`config.mk`:
```
export PLATFORM = sky130hd
export DESIGN_NAME = mandel_ctrl
export DESIGN_NICKNAME = d
export VERILOG_FILES = /design/src/hw/mandel_pkg.sv /design/src/hw/mandel_ctrl.sv
export SDC_FILE = /design/constraint.sdc
export NUM_CORES = 1
export LEC_CHECK = 0
export BUFFER_PORTS_ARGS = -buffer_cell sky130_fd_sc_hd__buf_2
export CAP_MARGIN = 0
export CORE_ASPECT_RATIO = 1.5
export CORE_UTILIZATION = 40
export DETAILED_ROUTE_END_ITERATION = 10
export GPL_TIMING_DRIVEN = 1
export PLACE_DENSITY_LB_ADDON = 0.15
export RECOVER_POWER = 25
export SYNTH_ARGS = -nofsm -noshare
export SYNTH_HDL_FRONTEND = slang
export SYNTH_SLANG_ARGS = --single-unit
```
`constraint.sdc`:
```
create_clock -name clk -period 5.1 [get_ports clk]
set_clock_uncertainty 0.2 [all_clocks]
set_input_delay 0.255 -clock clk [delete_from_list [all_inputs] [get_ports clk]]
set_output_delay 0.255 -clock clk [all_outputs]
set_load 0.02 [all_outputs]
```
`src/hw/mandel_pkg.sv`:
```
/* Fixed-point format, input vector layout and escape constants shared by the
   Mandelbrot iteration engine and its testbench. Referenced by scoped name. */

`default_nettype none

package mandel_pkg;

	// signed coordinate, 4 integer bits above 28 fraction bits
	localparam int INT_BITS  = 4;
	localparam int FRAC_BITS = 28;
	localparam int COORD_W   = INT_BITS + FRAC_BITS;

	// full width of a signed coordinate product
	localparam int PROD_W = 2 * COORD_W;

	// iteration count width, also the result width
	localparam int ITER_W = 16;

	// input vector is {max_iters, cr, ci}
	localparam int VEC_W     = ITER_W + 2 * COORD_W;
	localparam int ITERS_LSB = 2 * COORD_W;
	localparam int CR_LSB    = COORD_W;
	localparam int CI_LSB    = 0;

	// escape test looks only at the top byte of x*x + y*y
	// a value of 4 in that byte means |z|^2 >= 4.0 in the product format
	localparam int MAG_TOP_W = 8;
	localparam logic [MAG_TOP_W-1:0] ESCAPE_LIMIT = 8'd4;

	typedef logic signed [COORD_W-1:0] coord_t;
	typedef logic [ITER_W-1:0] iters_t;

endpackage

`default_nettype wire
```
`src/hw/mandel_ctrl.sv`:
```
/* Control for the iteration engine: sink and source handshakes, busy/done state
   and the iteration counter. Drives load and step to the orbit datapath. */

`timescale 1ns/100ps
`default_nettype none

module mandel_ctrl (
	input  logic               clk,
	input  logic               reset,
	input  logic               snk_valid,
	output logic               snk_ready,
	input  mandel_pkg::iters_t max_iters_in,
	input  logic               escaped,
	output logic               load,
	output logic               step,
	output logic               src_valid,
	input  logic               src_ready,
	output mandel_pkg::iters_t src_data
);

	logic busy;
	logic done;

	mandel_pkg::iters_t max_iters;
	mandel_pkg::iters_t cur_iters;

	// one bit wider so the compare cannot wrap at the top of the range
	logic [mandel_pkg::ITER_W:0] count_next;

	logic accept;
	logic keep_going;

	assign snk_ready = ~busy & ~done;
	assign accept    = snk_valid & snk_ready;

	assign load = accept;
	assign step = busy;

	assign count_next = cur_iters + 1'b1;

	// stop on escape or once the next count reaches the limit
	assign keep_going = ~escaped && (count_next < {1'b0, max_iters});

	assign src_valid = done;
	assign src_data  = cur_iters;

	always_ff @(posedge clk or posedge reset) begin
		if (reset) begin
			busy <= 1'b0;
			done <= 1'b0;
		end else if (accept) begin
			busy <= 1'b1;
		end else if (busy) begin
			busy <= keep_going;
			done <= ~keep_going;
		end else if (done) begin
			// result stays up until the source takes it
			done <= ~src_ready;
		end
	end

	always_ff @(posedge clk or posedge reset) begin
		if (reset) begin
			max_iters <= '0;
			cur_iters <= '0;
		end else if (accept) begin
			max_iters <= max_iters_in;
			cur_iters <= '0;
		end else if (busy) begin
			cur_iters <= count_next[mandel_pkg::ITER_W-1:0];
		end
	end

	busy_done_exclusive: assert property (
		@(posedge clk) disable iff (reset)
		!(busy && done)
	) else $error("ctrl: busy and done both set");

	// a stalled result must not move or drop
	result_held: assert property (
		@(posedge clk) disable iff (reset)
		(src_valid && !src_ready) |=> (src_valid && $stable(src_data))
	) else $error("ctrl: result changed under back-pressure");

endmodule

`default_nettype wire

```
* Word level (Yosys, flattened, before mapping)
Index checks and enable logic that the tools add are counted.
Operators by class: add/sub/neg operators 1, $mul 0, div/mod/pow operators 0, magnitude comparators 1, equal/unequal tests 0, shift-type cells 0, mux-type cells 6, bitwise logic cells 7, reductions and logical operators 2
Operator list (count):
- 16-bit two-way mux | 2
- 16-bit by 1-bit adder with 17-bit output (second input constant) | 1
- 17-bit by 16-bit less-than comparator with 1-bit output | 1
- 1-bit NOT | 5
- 1-bit two-way mux | 4
- 1-bit AND | 2
- 2-bit nonzero test | 1
- 1-bit logical AND | 1
Word-level totals: register bits after elaboration 34, latch bits 0, RAM bits 0, bits in read-only memories 0, output and inout port bits 20, logic and storage cells 21, memories 0

* Depth between registers and ports, before layout
word-level depth 5, depth in mapped cells 11

* Worst setup path before layout
No wires, ideal clock.
path kind flip-flop to flip-flop, from reg cur_iters[0] (netlist: src_data[0]), to reg done (netlist: src_valid), setup time 0.084 ns, data arrival time 2.436 ns, required time 4.816 ns, setup slack 2.380 ns, stages on the path, launching flop included 12, path buffers 1, cells stage by stage dfrtp_1 ha_1 and2_2 buf_4 nand3_1 xnor2_1 ha_1 nand4_1 a211oi_1 nor3_1 o31ai_1 a21boi_0
Between the ends: longest elaborated chain between the ends 5
Ends and longest elaborated chain:
- start, declared | line mandel_ctrl.sv:25 | mandel_pkg::iters_t cur_iters;
- start signal, assigned | line mandel_ctrl.sv:70 | cur_iters <= count_next[mandel_pkg::ITER_W-1:0];
- 16-bit by 1-bit adder with 17-bit output | line mandel_ctrl.sv:39 | assign count_next = cur_iters + 1'b1;
- 17-bit by 16-bit less-than comparator with 1-bit output | line mandel_ctrl.sv:42 | assign keep_going = ~escaped && (count_next < {1'b0, max_iters});
- 1-bit logical AND | line mandel_ctrl.sv:42
- 1-bit NOT | line mandel_ctrl.sv:55 | done <= ~keep_going;
- 1-bit two-way mux | line mandel_ctrl.sv:53 | end else if (busy) begin
- end signal, assigned | line mandel_ctrl.sv:55
- end signal, assigned | line mandel_ctrl.sv:58 | done <= ~src_ready;
- end, declared | line mandel_ctrl.sv:22 | logic done;
Every way passes these cells. A chain may end at the register's enable or synchronous reset.

* Worst setup path after layout
Same ends and word-level chain as after synthesis.

==> reports/summary.txt <==
Number of global-route vias before repair: 1581
Final net count: 307
DRT iter0 DRCs: 36
Internal Power: 674 uW
Resized Gates After CTS: 0
F_max: 358 MHz
Grt ovf: 0
RR Endpoint: src_valid$_DFFE_PP0N_
Initial Util: 41.3%
Syn Inst Count: 212
Synth Area in Simple Gates: 18.5%
Multi-input logic area: 1010 sq um
R2r startpoint: src_data[0]$_DFFE_PP0P_
Slack of the critical path: 2310 ps
Skew-Pair Late Insertion Delay: 290 ps
Combinational power share: 42.3%
Critical Path AT: 2800 ps
Hold Path End: step$_DFF_PP0_
Antenna diodes: 0
Post-synthesis compound-gate area fraction: 15.7%
Fin crit share: 54.7%
Flops & latches, synth: 34
Max Slew Vio Count: 35
Buffers added on ports: 40
Maximum vdd drop: 0.231 mV
Net count after synthesis: 249
Layout Utilization: 52.1%
CP required: 5110 ps
First-pass GRT wire length: 7.53 mm
Die height: 88.3 um
Switching part of the total: 40.4%
GRT Total Usage: 19.8%
Worst min path class: input pin to register
RSZ-0062 raised after global routing: no
Storage element area: 851 sq um
Endpoints failing setup: 0
Grt met2 use: 35.4%
Synth cell types: 41
Post-Route WL: 4.54 mm
CTS H-tree lvls: 2
Grt met1 use: 22.8%
DRC Markers: 0
Clock transition at path regs: 70 ps
Register area share after synthesis: 42.8%
Layout cells sized above 1: 22.5%
XOR/XNOR Fraction of Synth Area: 6.55%
Number of synthesized flops with an enable pin: 0
Via count: 1631
Max-Cap Viols: 1
Sequential group share of total power: 37.0%
TNS Setup: 0 ps
Kind of critical path: register to register
Cell Pwr Density: 451 nW/um^2
Commonest cells after routing, fill and taps aside: buf_2, nand2_1, dfrtp_1
Max-slew headroom: -23.2%
Fin Hold WS: 70.6 ps
DR WL/cell: 13.5 um
Die Footprint: 5260 sq um
Post-synthesis adder-cell area fraction: 10.1%
Commonest non-fill, non-tap cell in the layout: buf_2
Largest net degree at the start of global routing: 35
Post-DRT Antenna Nets: 0
Final Wtd Congestion: 0.819
Synth Cell Area: 1990 sq um
Largest family of logic cells by synthesized area: simple AND/OR/NAND/NOR gates
FP Rows: 31
Area grow syn2layout: 26.1%
Top post-synthesis cells by area: dfrtp_1, ha_1, nand2_1, o21ai_0, xnor2_1
FILL cells: 493
Drt pass-1 iters: 4
Reg2reg setup slack: 2310 ps
Via density per instance: 4.84
Clock power share: 20.8%
Hold path depth: 4
Post-synth top area cell: dfrtp_1
Mux contribution to synthesized area: 0%
Status: finished, violations left
Area share of the largest cell type after synthesis: 42.8%
Worst Path Max Fanout: 9
Worst setup EP type: register
I/O pins: 41
Worst Tran Pin Value: 1850 ps
Post-CTS setup buffer count: 0
CP Launch Type: register
Gr busiest metal: met2
Root Driver: clkbuf_8
TritonCTS Buffers: 5
Post-DP HPWL: 3.25 mm
Leakage dissipation: 1.25 nW
Synth async-reset ratio: 100%
Reg2reg path depth: 10
Hold wc startpoint: escaped
Minimum clock period: 2790 ps
Final hold violations: 0
Failing checks: max-capacitance violations, max-slew violations
CTS tree: yes
Post-synthesis average cell area: 9.37 sq um
Post-Place Worst Slack: 2280 ps
Die width: 59.5 um
Most used DFF post-synth: dfrtp_1
Net Sw Power: 457 uW
Initial antenna violation count: 0
YS warnings: 0
CTS Sinks: 34
Met3 Resource Use GR: 2.63%
Clk buf depth: 2
Core Area: 4810 sq um
-- registers in the layout (all words and copies together), names as in the netlist --
name       cells
max_iters     16
src_data      16
src_valid      1
step           1
-- worst max-delay path, stage by stage, from the launching register on --
cell and delay [ps]:
dfrtp_1 470, ha_1 250, and2_2 220, nand3_1 110, xnor2_1 180, ha_1 330
nand4_1 130, a211oi_1 250, nor3_1 80, o31ai_1 300, a21boi_0 200
-- routing by layer --
metal / part of all wire, % / wire length (um)
met4: 2.7 / 121
met2: 53 / 2400
met1: 42 / 1900
met5: 0 / 0
met3: 2.6 / 117
-- through the flow --
stage | area, sq um | instances | power, mW
6_report | 2510 | 337 | 1.13
5_1_grt | 2510 | 337 | 1.24
4_1_cts | 2510 | 337 | 1.15
3_5_place_dp | 2230 | 312 | 0.900
3_3_place_gp | 2230 | 312 | 0.895
2_1_floorplan | 1990 | 212 | 0.769
-- cell usage after synthesis (all sizes together), types with 5 or more instances --
library cell	n
xnor2	10
ha	16
inv	19
nand2	39
nor2b	7
clkbuf	5
a22o	8
dfrtp	34
o21ai	24
nand3	7
-- repair_timing --
item | 4_1_cts | 5_1_grt
hold endpoints to repair | 50 | 0
hold buffers | 17 | 0
endpoints found under the setup margin | 0 | 0
-- layout make-up --
cell class | instances | area share (%)
Inverter | 19 | 2.85
Tap cell | 66 | 3.30
Clock buffer | 8 | 4.39
Sequential cell | 34 | 33.9
Timing Repair Buffer | 59 | 15.2
Multi-Input combinational cell | 151 | 40.3
-- power by group through the flow --
stage | clock network (mW) | registers [mW] | logic [mW]
2_1_floorplan | 0 | 0.454 | 0.315
3_3_place_gp | 0 | 0.420 | 0.475
3_5_place_dp | 0 | 0.424 | 0.476
4_1_cts | 0.242 | 0.418 | 0.490
5_1_grt | 0.254 | 0.432 | 0.552
6_report | 0.235 | 0.418 | 0.478
-- worst max path at each step --
stage,startpoint,endpoint,slack (ps)
after CTS,src_data[0]$_DFFE_PP0P_,src_valid$_DFFE_PP0N_,2260
after global routing,src_data[0]$_DFFE_PP0P_,src_valid$_DFFE_PP0N_,1930
final,src_data[0]$_DFFE_PP0P_,src_valid$_DFFE_PP0N_,2310
after floorplan,src_data[0]$_DFFE_PP0P_,src_valid$_DFFE_PP0N_,2380
after global placement,src_data[0]$_DFFE_PP0P_,src_valid$_DFFE_PP0N_,2290
after detailed placement,src_data[0]$_DFFE_PP0P_,src_valid$_DFFE_PP0N_,2280
-- cell families (layout without fill, tap and decap cells) --
family / count (synthesis) / after routing
AND/OR/NAND/NOR: 73 / 73
AO/OA/AOI/OAI: 48 / 48
flip-flops: 34 / 34
buffers and inverters: 27 / 86
adder cells (fa/ha/maj): 16 / 16
XOR/XNOR: 14 / 14
Power figures use the tool's default switching activity.
